==> src/msx_fdc_pkg.sv <==
package msx_fdc_pkg;

   localparam logic [3:0] DEV_WD2793 = 4'd5;

   // Disk geometry.
   localparam int SECTOR_BYTES      = 512;
   localparam int SECTORS_PER_TRACK = 9;
   localparam int TRACKS            = 80;
   localparam int SINGLE_SIDED_MAX  = 368640;

   // Upper nibble of the command register.
   localparam logic [3:0] CMD_RESTORE   = 4'h0;
   localparam logic [3:0] CMD_SEEK      = 4'h1;
   localparam logic [3:0] CMD_READ      = 4'h8;
   localparam logic [3:0] CMD_WRITE     = 4'hA;
   localparam logic [3:0] CMD_FORCE_INT = 4'hD;

   typedef enum logic [1:0] {
      DRIVE_NONE,
      DRIVE_A,
      DRIVE_B
   } drive_t;

   typedef struct packed {
      logic [13:0] addr;
      logic [7:0]  data;
      logic        rd;
      logic        wr;
      logic        req;
      logic        mreq;
      logic        clk_en;
   } cpu_bus_t;

   typedef struct packed {
      logic [3:0] typ;
      logic [1:0] num;
      logic [7:0] param;
   } dev_sel_t;

   typedef struct packed {
      logic        mounted;
      logic        readonly;
      logic [31:0] size;
   } image_info_t;

   typedef struct packed {
      logic [31:0] lba;
      logic        rd;
      logic        wr;
   } sd_req_t;

   typedef struct packed {
      logic       ack;
      logic [8:0] buff_addr;
      logic [7:0] buff_data;
      logic       buff_wr;
   } sd_resp_t;

   typedef struct packed {
      logic not_ready;
      logic write_protect;
      logic head_loaded;
      logic seek_error;
      logic crc_error;
      logic track0;
      logic index;
      logic busy;
   } fdc_type1_t;

   typedef struct packed {
      logic not_ready;
      logic write_protect;
      logic record_type;
      logic rnf;
      logic crc_error;
      logic lost_data;
      logic drq;
      logic busy;
   } fdc_type2_t;

   // The status word is read through the view of the last command type.
   typedef union packed {
      fdc_type1_t t1;
      fdc_type2_t t2;
      logic [7:0] raw;
   } fdc_status_u;

endpackage

==> src/wd_fdc_core.sv <==
`timescale 1ns/100ps

module wd_fdc_core
   import msx_fdc_pkg::*;
(
   input  logic        clk,
   input  logic        reset,
   input  cpu_bus_t    cpu_bus,
   input  logic        wd_sel,
   input  logic        ready,
   input  logic        side,
   input  logic        layout,
   input  image_info_t image,
   input  sd_resp_t    sd_resp,
   input  logic [7:0]  buf_rdata,
   output logic [7:0]  reg_data,
   output logic        drq,
   output logic        intrq,
   output sd_req_t     sd_req,
   output logic [8:0]  buf_addr,
   output logic [7:0]  buf_wdata,
   output logic        buf_we
);

   typedef enum logic [3:0] {
      S_IDLE, S_SEEK, S_SETTLE, S_DONE,
      S_RD_REQ, S_RD_FETCH, S_RD_LOAD, S_RD_WAIT,
      S_WR_WAIT, S_WR_STORE, S_WR_REQ
   } state_t;

   state_t      state;
   logic [7:0]  cmd_reg;
   logic [7:0]  track_reg;
   logic [7:0]  sector_reg;
   logic [7:0]  data_reg;
   logic [7:0]  target;
   logic        busy;
   logic        cmd_pend;
   logic        fi_pend;
   logic        last_type2;
   logic        nr_flag;
   logic        wp_flag;
   logic        rnf_flag;
   logic        seek_err;
   logic        ack_seen;
   logic [1:0]  settle_cnt;
   logic [8:0]  byte_cnt;
   logic [31:0] trk_side;
   logic [31:0] lba_calc;
   fdc_status_u status;

   wire reg_wr     = wd_sel && cpu_bus.wr && cpu_bus.req;
   wire reg_rd     = wd_sel && cpu_bus.rd && cpu_bus.req;
   wire stat_rd    = reg_rd && (cpu_bus.addr[1:0] == 2'd0);
   wire data_rd    = reg_rd && (cpu_bus.addr[1:0] == 2'd3);
   wire data_wr    = reg_wr && (cpu_bus.addr[1:0] == 2'd3);
   wire last_byte  = (byte_cnt == 9'(SECTOR_BYTES - 1));
   wire is_write   = (cmd_reg[7:4] == CMD_WRITE);
   wire wp_hit     = is_write && image.readonly;
   wire sector_bad = (sector_reg == 8'd0) || (sector_reg > 8'(SECTORS_PER_TRACK));

   // Double-sided images interleave the two sides of each track.
   always_comb begin
      if (layout) begin
         trk_side = {24'd0, track_reg};
      end else begin
         trk_side = {23'd0, track_reg, side};
      end
      lba_calc = trk_side * SECTORS_PER_TRACK + {24'd0, sector_reg} - 32'd1;
   end

   always_comb begin
      status = '0;
      if (last_type2) begin
         status.t2.not_ready     = nr_flag;
         status.t2.write_protect = wp_flag;
         status.t2.rnf           = rnf_flag;
         status.t2.drq           = drq;
         status.t2.busy          = busy;
      end else begin
         status.t1.not_ready     = !ready;
         status.t1.write_protect = image.readonly;
         status.t1.head_loaded   = ready;
         status.t1.seek_error    = seek_err;
         status.t1.track0        = (track_reg == 8'd0);
         status.t1.busy          = busy;
      end
   end

   always_comb begin
      case (cpu_bus.addr[1:0])
         2'd0:    reg_data = status.raw;
         2'd1:    reg_data = track_reg;
         2'd2:    reg_data = sector_reg;
         default: reg_data = data_reg;
      endcase
   end

   assign buf_addr  = byte_cnt;
   assign buf_wdata = data_reg;
   assign buf_we    = (state == S_WR_STORE);

   always_ff @(posedge clk) begin
      if (reset) begin
         state      <= S_IDLE;
         busy       <= 1'b0;
         drq        <= 1'b0;
         intrq      <= 1'b0;
         cmd_pend   <= 1'b0;
         fi_pend    <= 1'b0;
         last_type2 <= 1'b0;
         nr_flag    <= 1'b0;
         wp_flag    <= 1'b0;
         rnf_flag   <= 1'b0;
         seek_err   <= 1'b0;
         ack_seen   <= 1'b0;
         track_reg  <= 8'd0;
         sector_reg <= 8'd1;
         sd_req.rd  <= 1'b0;
         sd_req.wr  <= 1'b0;
      end else begin
         if (reg_wr) begin
            case (cpu_bus.addr[1:0])
               2'd0: begin
                  if (cpu_bus.data[7:4] == CMD_FORCE_INT) begin
                     fi_pend <= 1'b1;
                  end else if (!busy) begin
                     cmd_reg  <= cpu_bus.data;
                     cmd_pend <= 1'b1;
                     intrq    <= 1'b0;
                  end
               end
               2'd1:    track_reg  <= cpu_bus.data;
               2'd2:    sector_reg <= cpu_bus.data;
               default: data_reg   <= cpu_bus.data;
            endcase
         end
         if (stat_rd) begin
            intrq <= 1'b0;
         end

         case (state)
            S_IDLE: begin
               if (cmd_pend && cpu_bus.clk_en) begin
                  cmd_pend <= 1'b0;
                  busy     <= 1'b1;
                  case (cmd_reg[7:4])
                     CMD_RESTORE: begin
                        last_type2 <= 1'b0;
                        seek_err   <= 1'b0;
                        target     <= 8'd0;
                        state      <= S_SEEK;
                     end
                     CMD_SEEK: begin
                        last_type2 <= 1'b0;
                        seek_err   <= (data_reg >= 8'(TRACKS));
                        target     <= (data_reg >= 8'(TRACKS)) ? 8'(TRACKS - 1) : data_reg;
                        state      <= S_SEEK;
                     end
                     CMD_READ, CMD_WRITE: begin
                        last_type2 <= 1'b1;
                        nr_flag    <= !ready;
                        wp_flag    <= wp_hit;
                        rnf_flag   <= sector_bad;
                        byte_cnt   <= 9'd0;
                        ack_seen   <= 1'b0;
                        sd_req.lba <= lba_calc;
                        if (!ready || wp_hit || sector_bad) begin
                           state <= S_DONE;
                        end else if (is_write) begin
                           drq   <= 1'b1;
                           state <= S_WR_WAIT;
                        end else begin
                           sd_req.rd <= 1'b1;
                           state     <= S_RD_REQ;
                        end
                     end
                     default: state <= S_DONE;
                  endcase
               end
            end
            S_SEEK: begin
               if (cpu_bus.clk_en) begin
                  if (track_reg == target) begin
                     settle_cnt <= 2'd0;
                     state      <= S_SETTLE;
                  end else if (track_reg < target) begin
                     track_reg <= track_reg + 8'd1;
                  end else begin
                     track_reg <= track_reg - 8'd1;
                  end
               end
            end
            S_SETTLE: begin
               settle_cnt <= settle_cnt + 2'd1;
               if (settle_cnt == 2'd3) begin
                  busy  <= 1'b0;
                  intrq <= 1'b1;
                  state <= S_IDLE;
               end
            end
            S_DONE: begin
               busy  <= 1'b0;
               intrq <= 1'b1;
               state <= S_IDLE;
            end
            // Second ack closes the store transfer.
            S_RD_REQ: begin
               if (sd_resp.ack) begin
                  if (ack_seen) begin
                     sd_req.rd <= 1'b0;
                     state     <= S_RD_FETCH;
                  end else begin
                     ack_seen <= 1'b1;
                  end
               end
            end
            S_RD_FETCH: state <= S_RD_LOAD;
            S_RD_LOAD: begin
               data_reg <= buf_rdata;
               drq      <= 1'b1;
               state    <= S_RD_WAIT;
            end
            S_RD_WAIT: begin
               if (data_rd) begin
                  drq <= 1'b0;
                  if (last_byte) begin
                     state <= S_DONE;
                  end else begin
                     byte_cnt <= byte_cnt + 9'd1;
                     state    <= S_RD_FETCH;
                  end
               end
            end
            S_WR_WAIT: begin
               if (data_wr) begin
                  drq   <= 1'b0;
                  state <= S_WR_STORE;
               end
            end
            S_WR_STORE: begin
               if (last_byte) begin
                  sd_req.wr <= 1'b1;
                  state     <= S_WR_REQ;
               end else begin
                  byte_cnt <= byte_cnt + 9'd1;
                  drq      <= 1'b1;
                  state    <= S_WR_WAIT;
               end
            end
            S_WR_REQ: begin
               if (sd_resp.ack) begin
                  if (ack_seen) begin
                     sd_req.wr <= 1'b0;
                     state     <= S_DONE;
                  end else begin
                     ack_seen <= 1'b1;
                  end
               end
            end
            default: state <= S_IDLE;
         endcase

         // Force Interrupt overrides whatever the FSM did this cycle.
         if (fi_pend && cpu_bus.clk_en) begin
            fi_pend   <= 1'b0;
            cmd_pend  <= 1'b0;
            busy      <= 1'b0;
            drq       <= 1'b0;
            intrq     <= 1'b1;
            sd_req.rd <= 1'b0;
            sd_req.wr <= 1'b0;
            state     <= S_IDLE;
            if (!busy) begin
               last_type2 <= 1'b0;
            end
         end
      end
   end

endmodule

==> config.mk <==
export PLATFORM = sky130hd
export DESIGN_NAME = wd_fdc_core
export DESIGN_NICKNAME = d
export VERILOG_FILES = /design/src/msx_fdc_pkg.sv /design/src/wd_fdc_core.sv
export SDC_FILE = /design/constraint.sdc
export NUM_CORES = 1
export LEC_CHECK = 0
export BUFFER_PORTS_ARGS = -buffer_cell sky130_fd_sc_hd__buf_2
export CORE_MARGIN = 2
export CORE_UTILIZATION = 46
export DETAILED_ROUTE_END_ITERATION = 8
export GPL_TIMING_DRIVEN = 0
export PLACE_DENSITY = 0.74
export SLEW_MARGIN = 20
export SYNTH_ARGS = -nofsm -noshare
export SYNTH_HDL_FRONTEND = slang
export SYNTH_SLANG_ARGS = --single-unit
export TNS_END_PERCENT = 5
==> constraint.sdc <==
create_clock -name clk -period 5.7 [get_ports clk]
set_input_delay 0.285 -clock clk [delete_from_list [all_inputs] [get_ports clk]]
set_output_delay 0.285 -clock clk [all_outputs]
set_load 0.03 [all_outputs]
==> run metrics <==
Final Hold Fails 0; number of flip-flops in the largest register 29; post-synthesis sequential area ratio 40.5%; n_diodes 0; Main synth FF type edfxtp_1; Yosys warnings 0; Largest Register sd_req; status completed; Hold Crit Class in2reg; initial antenna violation count 0; synth-to-layout area growth 16.4%; vias per cell 5.57; met3 routed WL 1.15 mm; Crit Reg-Reg Endpoint sd_req[16]; Final min period 4.34 ns; skew final 0.00445 ns; fmax 0.231 GHz; Setup crit start track_reg[0]; buffers from clock root to sink, at most 2; met1 WL 6.21 mm; Syn Std Cell Area 5940 sq um; die height 118 um; FILL cells 1118; share of layout cells above drive strength 1 19.6%; input/output buffers 90; CTS tree built; global placement routability congestion 0.899; worst r2r src track_reg[0]; Slew Limit Fails 0; crit path cell chain inv_1 > o21ai_0 > ha_1 > inv_1 > fa_1 > inv_1 > ha_1 > fa_1 > a21o_1 > a21oi_1 > o21ai_1 > a221oi_1 > nand2_1 > nand2_1 > ha_1 > inv_1; max layer used met4; First-pass DRT Iterations 5; Worst Path Max Fanout 8; Nets 851; measured slew at the worst slew-check pin 1.07 ns; synth top area cells edfxtp_1 (29%), dfxtp_1 (11%), ha_1 (10%), fa_1 (5.1%), inv_1 (3.9%); num ports 156; cts hold-fix bufs 0; CTS root buffer clkbuf_16; startpoint types flip-flop; WL/cell 16.4 um; Post-Layout Cell Count 871; fraction of registers with async set/reset 0%; Crit. End Element flip-flop; delay-heaviest family, CP adder cells; global-route wire length before repair 23.2 mm; met2 wire len 6.57 mm; Total Routing Usage GR 21.1%; crit path to sd_req[16]; Gate Count Post-Synth 593; H-Tree Depth 3; worst endpoint data arrival time 4.56 ns; worst path required time 5.93 ns; unrepaired setup endpoints after global routing no; P_leak 2.97 nW; GRT Residual Overflow 0; area leader, netlist edfxtp_1; vias in the first global route 4686; pin count of the biggest net entering global routing 28; slack of the worst reg-to-reg path 1.36 ns; Synth cell types 64; share of the synthesized area in the top cell type 29.3%; max-cap violations 0; synthesis-stage register bit count 91; Levels on crit path 16; setup_tns 0 ns; clock latency on the worst-skew pair 0.35 ns; Clock transition at path regs 0.07 ns; CP bufs+invs 4; Power, Total 2.67 mW; clock sinks 91; Routed Antenna Nets 0; FF-to-FF path depth 16; row count 41; crit-path most repeated cell inv_1; hpwl dp 11.1 mm; Die Span X 118 um; # DRC 0; Critical-path top delay cell dfxtp_1; Initial Util 47.0%; Post-CTS Setup Bufs 0; Post-CTS Resized 0; syn avg cell area 10.0 sq um; initial DRC count 456; syn nets 750; Worst VDD drop 0.155 mV; Slew HR 28.3%; final setup vio count 0; Final period util 76.1%; Placed Cells 855; core area 12600 sq um; cts bufs inserted 9; most common cell in the netlist inv_1; critical path's largest stage delay 0.53 ns; number of synthesized flops with an enable pin 58; die area 13800 sq um; via count 4854; WS Path Type reg2reg; Pwr per Cell Area 386 nW/um^2; Post-synth top cells inv_1 (62), edfxtp_1 (58), nor2_1 (54); detailed-route wire length 14.3 mm
==> cell type report <==
type / count / area [sq um] / share of cell area (%)
Sequential cell: 91 / 2400 / 34.8
Clock buffer: 9 / 225 / 3.26
Buffer: 24 / 115 / 1.67
Timing Repair Buffer: 90 / 450 / 6.52
Tap cell: 172 / 215 / 3.11
Clock inverter: 7 / 75.1 / 1.09
Inverter: 62 / 233 / 3.37
Multi-Input combinational cell: 416 / 3190 / 46.2
==> per-stage QoR <==
step	cell area (sq um)	util [%]	hold slack [ns]	worst slack [ns]
after floorplan	5940	-	0.381	1.52
after global placement	6600	52.3	0.441	1.13
after detailed placement	6610	52.4	0.451	1.08
after CTS	6910	54.8	0.166	1.31
after global routing	6910	54.8	0.193	0.974
final	6910	54.8	0.175	1.36
==> worst min-delay path by stage <==
stage | start | end | slack (ns) | cells past startpoint
2_1_floorplan | ready | nr_flag | 0.38 | 1
3_3_place_gp | wp_flag | wp_flag | 0.44 | 2
3_5_place_dp | wp_flag | wp_flag | 0.45 | 2
4_1_cts | cpu_bus[5] | sector_reg[0] | 0.17 | 2
5_1_grt | cpu_bus[9] | cmd_reg[4] | 0.19 | 1
6_report | cpu_bus[5] | sector_reg[0] | 0.18 | 2
==> placed cells by master, fill, tap and decap left out, types with 3 or more instances in the layout <==
master,n
a211oi_1,7
a21o_1,5
a21oi_1,36
a311oi_1,5
a31oi_1,6
and2_1,7
and3_1,10
and4b_1,3
buf_1,4
buf_2,91
buf_4,6
clkbuf_1,12
clkbuf_16,9
dfxtp_1,33
edfxtp_1,58
fa_1,15
ha_1,48
inv_1,62
mux2_2,12
mux2i_1,15
mux4_2,6
nand2_1,44
nand2b_1,6
nand3_1,12
nand4_1,10
nor2_1,53
nor2b_1,10
nor3_1,7
nor3b_1,4
nor4_1,7
o211ai_1,4
o21a_1,6
o21ai_0,15
o21ai_1,3
o31ai_1,3
xnor2_1,11
xor2_1,11
==> report_power, final <==
group	total [mW]	switching [mW]	internal, mW
clock network	0.613	0.270	0.344
logic	1.18	0.697	0.481
registers	0.877	0.0472	0.829
total	2.67	1.01	1.65
==> routing by layer <==
layer / track usage (%) / vias to the layer above
met2: 33.3 / 203
li1: - / 2335
met1: 28.0 / 2283
met4: 8.21 / 0
met3: 5.18 / 33
met5: 0 / -
==> kinds of logic (layout without fill, tap and decap cells) <==
group                    count (synthesis)  in the layout  share of synthesized area (%)
flip-flops                              91             91                           40.5
adder cells (fa/ha/maj)                 63             63                           15.2
other                                    1              1                         0.0632
AND/OR/NAND/NOR                        183            183                           15.3
XOR/XNOR                                22             22                           3.25
buffers and inverters                   86            192                           5.86
multiplexers                            33             33                           7.08
AO/OA/AOI/OAI                          114            114                           12.8
Power figures use the tool's default switching activity.
