## src/msx_fdc_pkg.sv

```systemverilog
package msx_fdc_pkg;

   localparam logic [3:0] DEV_WD2793 = 4'd5;

   // Disk geometry.
   localparam int SECTOR_BYTES      = 512;
   localparam int SECTORS_PER_TRACK = 9;
   localparam int TRACKS            = 80;
   localparam int SINGLE_SIDED_MAX  = 368640;

   // Upper nibble of the command register.
   localparam logic [3:0] CMD_RESTORE   = 4'h0;
   localparam logic [3:0] CMD_SEEK      = 4'h1;
   localparam logic [3:0] CMD_READ      = 4'h8;
   localparam logic [3:0] CMD_WRITE     = 4'hA;
   localparam logic [3:0] CMD_FORCE_INT = 4'hD;

   typedef enum logic [1:0] {
      DRIVE_NONE,
      DRIVE_A,
      DRIVE_B
   } drive_t;

   typedef struct packed {
      logic [13:0] addr;
      logic [7:0]  data;
      logic        rd;
      logic        wr;
      logic        req;
      logic        mreq;
      logic        clk_en;
   } cpu_bus_t;

   typedef struct packed {
      logic [3:0] typ;
      logic [1:0] num;
      logic [7:0] param;
   } dev_sel_t;

   typedef struct packed {
      logic        mounted;
      logic        readonly;
      logic [31:0] size;
   } image_info_t;

   typedef struct packed {
      logic [31:0] lba;
      logic        rd;
      logic        wr;
   } sd_req_t;

   typedef struct packed {
      logic       ack;
      logic [8:0] buff_addr;
      logic [7:0] buff_data;
      logic       buff_wr;
   } sd_resp_t;

   typedef struct packed {
      logic not_ready;
      logic write_protect;
      logic head_loaded;
      logic seek_error;
      logic crc_error;
      logic track0;
      logic index;
      logic busy;
   } fdc_type1_t;

   typedef struct packed {
      logic not_ready;
      logic write_protect;
      logic record_type;
      logic rnf;
      logic crc_error;
      logic lost_data;
      logic drq;
      logic busy;
   } fdc_type2_t;

   // The status word is read through the view of the last command type.
   typedef union packed {
      fdc_type1_t t1;
      fdc_type2_t t2;
      logic [7:0] raw;
   } fdc_status_u;

endpackage

```

## src/fdc_glue.sv

```systemverilog
`timescale 1ns/100ps

module fdc_glue
   import msx_fdc_pkg::*;
(
   input  logic        clk,
   input  logic        reset,
   input  cpu_bus_t    cpu_bus,
   input  dev_sel_t    dev,
   input  image_info_t image,
   input  logic [7:0]  reg_data,
   input  logic        drq,
   input  logic        intrq,
   output logic        wd_sel,
   output logic        ready,
   output logic        side,
   output logic        layout,
   output logic [7:0]  data,
   output logic        data_oe_rq
);

   logic [7:0] side_reg;
   logic [7:0] drive_reg;
   logic       motor;
   logic       image_mounted;
   drive_t     drive;

   wire cs            = (dev.typ == DEV_WD2793) && (dev.num == 2'd0);
   wire area_philips  = (cpu_bus.addr[13:3] == 11'h7FF) && (dev.param == 8'h00);
   wire area_national = (cpu_bus.addr[13:7] == 7'h7F) && (dev.param == 8'h01);
   wire device_cs     = cs && (area_philips || area_national) && cpu_bus.mreq;
   wire latch_wr      = device_cs && cpu_bus.wr && cpu_bus.req && cpu_bus.addr[2];

   assign wd_sel = device_cs && !cpu_bus.addr[2];
   assign ready  = image_mounted && motor && (drive == DRIVE_A);

   // Layout is 1 for a single-sided image.
   always_ff @(posedge clk) begin
      if (reset) begin
         image_mounted <= 1'b0;
         layout        <= 1'b0;
      end else if (image.mounted) begin
         image_mounted <= (image.size != 32'd0);
         layout        <= (image.size <= 32'(SINGLE_SIDED_MAX));
      end
   end

   always_ff @(posedge clk) begin
      if (reset) begin
         side_reg  <= 8'd0;
         drive_reg <= 8'd0;
         drive     <= DRIVE_A;
         side      <= 1'b0;
         motor     <= 1'b0;
      end else if (latch_wr) begin
         if (area_philips) begin
            if (cpu_bus.addr[1:0] == 2'd0) begin
               side_reg <= cpu_bus.data;
               side     <= cpu_bus.data[0];
            end
            if (cpu_bus.addr[1:0] == 2'd1) begin
               drive_reg <= cpu_bus.data;
               motor     <= cpu_bus.data[7];
               case (cpu_bus.data[1:0])
                  2'd0, 2'd2: drive <= DRIVE_A;
                  2'd1:       drive <= DRIVE_B;
                  default:    drive <= DRIVE_NONE;
               endcase
            end
         end else begin
            // National control register.
            case (cpu_bus.data[1:0])
               2'd1:    drive <= DRIVE_A;
               2'd2:    drive <= DRIVE_B;
               default: drive <= DRIVE_NONE;
            endcase
            side  <= cpu_bus.data[2];
            motor <= cpu_bus.data[3];
         end
      end
   end

   always_comb begin
      data       = 8'hFF;
      data_oe_rq = 1'b0;
      if (cpu_bus.rd && device_cs) begin
         if (!cpu_bus.addr[2]) begin
            data       = reg_data;
            data_oe_rq = 1'b1;
         end else if (area_philips) begin
            case (cpu_bus.addr[1:0])
               2'd0: begin
                  data       = side_reg;
                  data_oe_rq = 1'b1;
               end
               2'd1: begin
                  data       = drive_reg & 8'hFB;
                  data_oe_rq = 1'b1;
               end
               2'd3: begin
                  data       = {~drq, ~intrq, 6'h3F};
                  data_oe_rq = 1'b1;
               end
               default: ;
            endcase
         end else begin
            data       = {intrq, ~drq, 6'h3F};
            data_oe_rq = 1'b1;
         end
      end
   end

endmodule

```

## config.mk

```make
export PLATFORM = sky130hd
export DESIGN_NAME = fdc_glue
export DESIGN_NICKNAME = d
export VERILOG_FILES = /design/src/msx_fdc_pkg.sv /design/src/fdc_glue.sv
export SDC_FILE = /design/constraint.sdc
export NUM_CORES = 1
export LEC_CHECK = 0
export BUFFER_PORTS_ARGS = -buffer_cell sky130_fd_sc_hd__buf_2
export CORE_ASPECT_RATIO = 1.1
export CORE_MARGIN = 2
export CORE_UTILIZATION = 40
export DETAILED_ROUTE_END_ITERATION = 10
export PLACE_DENSITY = 0.86
export SYNTH_ARGS = -nofsm -noshare
export SYNTH_HDL_FRONTEND = slang
export SYNTH_SLANG_ARGS = --single-unit
```

## constraint.sdc

```tcl
create_clock -name clk -period 2.4 [get_ports clk]
set_input_delay 0.12 -clock clk [delete_from_list [all_inputs] [get_ports clk]]
set_output_delay 0.12 -clock clk [all_outputs]
set_load 0.02 [all_outputs]
```

==> impl_metrics.toml, run 1 <==
[critical_path]
worst-r2r-setup-slack_ns = 1.62
worstPathMaxFanout = 6
arrival_ns = 1.92
r2r_cells = 1
r2r-end = "drive[0]"
cp_capture_type = "output port"
r2r-start = "drive[0]"
crit_type = "input pin to output port"
required_ns = 2.28
timing.critical_path.from_type = "input pin"

[detailed_routing]
route.vias.total = 1571
post_drt_antenna_nets = 0
routed_via_density = 5.38
count_of_unresolved_drc_violations_after_routing = 0
initial_drc_count = 46
first_pass_iters = 4
route.final.wire_length_mm = 3.78
routed_len_inst_um = 12.9

[synthesis]
synth_edf_count = 0
synth_top_cells_by_area = "dfxtp_1 (31%), mux2i_1 (12%), nor2_1 (7.6%)"
synthDistinctLibCells = 41
synthDominantAreaCellType = "dfxtp_1"
netlist.area_leader.share_pct = 31.4
postSynthNetCount = 248
synth_area_per_cell_sq_um = 8.31
yosysWarningCount = 0
synthCells = 161
ys_async_sr_fraction_pct = 0
postSynth.topFlopCell = "dfxtp_1"
yosys.cell_count.top_type = "nor2_1"
netlist_area_sq_mm = 0.00134
synth_seq_cells = 21
synth_seq_area_share_pct = 31.4
synth.top_cells.by_count = "nor2_1 (27), dfxtp_1 (21), mux2i_1 (16)"

[final_layout]
num-nets-final = 344
final_layout_size_suffix_gt1_share_pct = 44.9
filler_cell_count = 320
antenna_cells_inserted = 0
area_growth_syn_to_layout_pct = 40.5
fin_area_sq_mm = 0.00188

[clock_tree]
clockBufferDepth = 2
hold_buffers = 0
post-cts-setup-buffers = 0
clkTransAtPathRegs_ns = 0.12
cts_num_sinks = 21
root_buffer = "clkbuf_4"
htree_num_levels = 1
clock_tree_from_tritoncts = "done"
numCtsBuffers = 3
cts_repair_resize_count = 0
worstSkewPairLatency_ns = 0.29

[pwr]
clockPowerShare_pct = 26.0
power.total_mw = 0.635
pwr-share-comb_pct = 18.9
leakage_nw = 0.983
p_int_mw = 0.477
worst_ir_drop_vdd_v = 0.000193
cellPowerDensity_mw_per_mm2 = 338
power.net_switching_mw = 0.159
p_seq_share_pct = 55.1
power_switching_share_pct = 25.0

[timing]
setup_slack_ns = 0.362
fmaxAchievable_ghz = 0.491
min_period_ns = 2.04
report.final.slew_viol_count = 0
worst_slew_margin_rel_pct = 70.1
clock_skew_ns = 0
finalSetupViolCount = 0
timing_worst_slew_pin_value_ns = 0.447
timing.final.crit_share_pct = 84.9
setup_total_negative_slack_ns = 0
timing_hold_violations_final = 0
grt_setup_unrepaired = "no"

[grt]
groute.layer.met2.usage_pct = 41.5
wire_length_of_the_first_global_routing_pass_mm = 6.31
gr-usage-met1_pct = 22.1
met3_usage_pct = 2.79
grt_start_max_net_pins = 22
global_route_total_usage_across_every_layer_pct = 20.9
grt_antenna_before_repair = 0
via_count_of_the_first_global_routing_pass = 1554
grt.busiest_layer = "met2"
global_route.overflow_total = 0

[place]
post-dp-hpwl_mm = 3.11
pre_cts_slack_ns = 0.271
i_o_buffers = 97
gp_congestion = 0.853
placed_area_sq_mm = 0.00185

[floorplanning]
die_height_um = 64.6
design.portCount = 100
start_util_pct = 40.8
die_width_um = 59.1
core_sq_mm = 0.00328
dieArea_sq_mm = 0.00382
num_rows = 22

[worst_hold_path]
worst_hold_startpoint = "cpu_bus[10]"
worst_hold_path.endpoint = "drive_reg[5]"
min_path_cells = 3
min-delay-path-class = "input pin to flip-flop"

[flow_run]
max-cap-violations = 0

[status]
outcome = "finished, final reports clean"
==> through the flow <==
step	utilization (%)	instances	hold slack [ns]
detailed placement	56.5	288	0.383
floorplan	-	161	0.212
finish	57.4	292	0.0675
global placement	56.5	288	0.373
CTS	57.4	292	0.0641
global route	57.4	292	0.0639
==> cells by family (layout without fill, tap and decap cells) <==
family	after synthesis	after routing	share of synthesized area, %
multiplexers	22	22	17.0
AO/OA/AOI/OAI	28	28	15.1
buffers and inverters	13	108	3.74
flip-flops	21	21	31.4
AND/OR/NAND/NOR	77	77	32.7
==> worst max-delay path: stages <==
cell      delay (ns)
buf_2           0.10
or4_4           0.54
nor4_4          0.33
nand4b_1        0.32
a21oi_1         0.25
o21ai_0         0.09
buf_2           0.17
==> power groups by stage <==
stage | Sequential [mW] | Combinational [mW] | Clock (mW)
floorplan | 0.358 | 0.0397 | 0
CTS | 0.350 | 0.121 | 0.172
global route | 0.351 | 0.134 | 0.186
global placement | 0.358 | 0.116 | 0
finish | 0.350 | 0.120 | 0.165
detailed placement | 0.358 | 0.120 | 0
==> per-layer routing <==
layer / wire length [um] / share of wire [%] / vias to the layer above
met4: 29 / 0.77 / 0
li1: - / - / 794
met3: 295 / 7.8 / 2
met1: 1540 / 41 / 705
met5: 0 / 0 / -
met2: 1920 / 51 / 70
==> cell type report <==
class / count / area [sq um] / share of cell area, %
timing repair buffer: 99 / 500 / 26.6
clock buffer: 3 / 22.5 / 1.20
sequential: 21 / 420 / 22.4
multi-input combinational: 127 / 867 / 46.1
tap: 36 / 45.0 / 2.40
clock inverter: 1 / 5.00 / 0.266
inverter: 5 / 18.8 / 0.999
==> how the worst max path moves through the flow <==
stage / start / end / slack (ns) / depth (start not counted)
detailed placement: dev[3] / drive[0] / 0.27 / 6
global route: dev[3] / data[2] / 0.15 / 7
CTS: dev[3] / data[2] / 0.30 / 7
floorplan: dev[3] / drive[0] / 0.44 / 6
finish: dev[3] / data[2] / 0.36 / 7
global placement: dev[3] / drive[0] / 0.33 / 6
==> cells in the final DEF (no fill, tap or decap), types with 3 or more instances in the layout <==
master / n
a21oi_1: 4
buf_2: 97
clkbuf_4: 3
dfxtp_1: 21
inv_1: 5
mux2_2: 6
mux2i_1: 16
nand2_1: 10
nand2b_1: 3
nand3_1: 4
nand4_1: 3
nor2_1: 27
nor3_1: 4
nor4_1: 8
o21ai_0: 4
o22ai_1: 5
Note: power is estimated with default switching activity, not from simulation.
==> inputs of run 2 (changes only) <==
Settings changed: ABC_AREA set to 1, CORE_UTILIZATION 40 to 43.
Clock period 2.4 ns to 2 ns, I/O delays scaled along.
==> impl_metrics.toml, run 2 <==
[detailed_routing]
first_pass_iters = 4
route.final.wire_length_mm = 4.26
routed_len_inst_um = 10.2
initial_drc_count = 91
route.vias.total = 2041
count_of_unresolved_drc_violations_after_routing = 0
routed_via_density = 4.88
post_drt_antenna_nets = 0

[synthesis]
postSynthNetCount = 358
netlist.area_leader.share_pct = 25.8
synth_top_family_by_area = "simple AND/OR/NAND/NOR gates"
synth-compound-area-share_pct = 10.1
yosys.cell_count.top_type = "nand2_1"
synthSimpleGateAreaFrac_pct = 55.9
muxShareOfSynthArea_pct = 0
synth_edf_count = 0
synth_top_cells_by_area = "dfxtp_1 (26%), nand2_1 (15%), nor2_1 (15%)"
netlist_area_sq_mm = 0.00163
synth_seq_cells = 21
synthDominantAreaCellType = "dfxtp_1"
synth_seq_area_share_pct = 25.8
synthDistinctLibCells = 34
ys_async_sr_fraction_pct = 0
synthCells = 271
yosys.area_share.xor_xnor_pct = 0
post_synth_fa_ha_maj_area_fraction_pct = 0
synth_area_per_cell_sq_um = 6.02
postSynth.topFlopCell = "dfxtp_1"
yosysWarningCount = 0
synth.top_cells.by_count = "nand2_1 (65), nor2_1 (64), nand3_1 (29)"

[timing]
min_period_ns = 1.60
setup_total_negative_slack_ns = 0
grt_setup_unrepaired = "no"
worst_slew_margin_rel_pct = 61.6
finalSetupViolCount = 0
timing_hold_violations_final = 0
fmaxAchievable_ghz = 0.625
final_hold_slack_ns = 0.0539
clock_skew_ns = 0
timing_worst_slew_pin_value_ns = 0.576
timing.final.crit_share_pct = 80.0
report.final.slew_viol_count = 0

[place]
place_inst = 414
i_o_buffers = 97
placed_area_sq_mm = 0.00215
gp_congestion = 0.809
post-dp-hpwl_mm = 3.56

[pwr]
clockPowerShare_pct = 30.5
worst_ir_drop_vdd_v = 0.000321
p_int_mw = 0.650
power.net_switching_mw = 0.237
leakage_nw = 1.18
pwr-share-comb_pct = 22.0
power_switching_share_pct = 26.7
cellPowerDensity_mw_per_mm2 = 403
p_seq_share_pct = 47.5

[floorplanning]
die_height_um = 68.6
num_rows = 23
start_util_pct = 45.0
dieArea_sq_mm = 0.00430
design.portCount = 100
core_sq_mm = 0.00363
die_width_um = 62.7

[final_layout]
commonest_non_fill_non_tap_cell_in_the_layout = "buf_2"
fin_area_sq_mm = 0.00220
antenna_cells_inserted = 0
filler_cell_count = 365
final_cell_count_no_fill = 418
layout.cells.most_common_list = "buf_2 (97), nand2_1 (65), nor2_1 (64), nand3_1 (29), inv_1 (28)"
final_layout_size_suffix_gt1_share_pct = 31.8
area_growth_syn_to_layout_pct = 34.9
num-nets-final = 456

[critical_path]
arrival_ns = 1.50
cp_capture_type = "output port"
crit_type = "input pin to output port"
required_ns = 1.90
worstPathMaxFanout = 9
timing.critical_path.from_type = "input pin"

[clock_tree]
cts_num_sinks = 21
post-cts-setup-buffers = 0
root_buffer = "clkbuf_8"
clkTransAtPathRegs_ns = 0.08
clockBufferDepth = 2
htree_num_levels = 1
numCtsBuffers = 3
worstSkewPairLatency_ns = 0.25
clock_tree_from_tritoncts = "done"
hold_buffers = 0
cts_repair_resize_count = 0

[worst_hold_path]
min-delay-path-class = "input pin to flip-flop"

[grt]
grt_start_max_net_pins = 22
grt_antenna_before_repair = 0
wire_length_of_the_first_global_routing_pass_mm = 7.17
global_route.overflow_total = 0
via_count_of_the_first_global_routing_pass = 1815
global_route_total_usage_across_every_layer_pct = 20.5

[status]
outcome = "finished, final reports clean"

[flow_run]
max-cap-violations = 0
[run 2: cell types whose count changed in the layout (fill, tap and decap cells not counted), sizes merged, moves of 7 or more]
cell and change:
o21ai +8, nand3 +26, nand2 +57, mux2i -16, inv +24, nor2 +41, nor4 -7
[run 2: cells by family (layout without fill, tap and decap cells)]
family                 Yosys count  count (layout)
AO/OA/AOI/OAI                   28              28
flip-flops                      21              21
AND/OR/NAND/NOR                189             189
buffers and inverters           33             130
[run 2: layout make-up]
| type | count | area [sq um] | area share, % |
|---|---|---|---|
| Clock buffer | 3 | 41.3 | 1.88 |
| Clock inverter | 1 | 5.00 | 0.228 |
| Inverter | 29 | 109 | 4.95 |
| Multi-Input combinational cell | 217 | 1080 | 48.9 |
| Sequential cell | 21 | 420 | 19.1 |
| Tap cell | 50 | 62.6 | 2.84 |
| Timing Repair Buffer | 97 | 485 | 22.1 |
[run 2: through the flow]
| stage | setup WS [ns] | power [mW] | utilization [%] |
|---|---|---|---|
| 2_1_floorplan | 0.695 | 0.519 | - |
| 3_3_place_gp | 0.427 | 0.620 | 59.4 |
| 3_5_place_dp | 0.393 | 0.626 | 59.4 |
| 4_1_cts | 0.419 | 0.894 | 60.7 |
| 5_1_grt | 0.237 | 0.939 | 60.7 |
| 6_report | 0.401 | 0.887 | 60.7 |
[run 2: power by group through the flow]
stage | combinational (mW) | clock, mW | sequential, mW
3_5_place_dp | 0.195 | 0 | 0.431
3_3_place_gp | 0.189 | 0 | 0.431
5_1_grt | 0.222 | 0.296 | 0.422
6_report | 0.195 | 0.271 | 0.421
2_1_floorplan | 0.0872 | 0 | 0.432
4_1_cts | 0.195 | 0.277 | 0.421
[run 2: critical path, cell delays in order]
cell and delay, ns:
buf_2 0.09, nor2_1 0.15, nand2_1 0.10, nor2_1 0.19, nand3_1 0.13, nand2_1 0.08, nand2_1 0.11, nor2_4 0.21
o31a_1 0.17, buf_2 0.16
[run 2: worst paths after layout]
path | cells past startpoint | endpoint | startpoint | slack, ns
setup reg to reg | 4 | side | side | 1.34
setup / recovery | 10 | data_oe_rq | dev[3] | 0.40
hold / removal | 2 | layout | image[33] | 0.05
hold reg to reg | 2 | drive[0] | drive[0] | 0.48
[run 2: per-layer routing]
layer  track usage (%)  vias to the layer above  share of wire [%]  wire [um]
li1                  -                     1082                  -          -
met1              21.5                      871                 41       1730
met2              42.1                       82                 51       2150
met3              2.60                        6                7.0        298
met4              8.33                        0                1.8         78
met5                 0                        -                  0          0
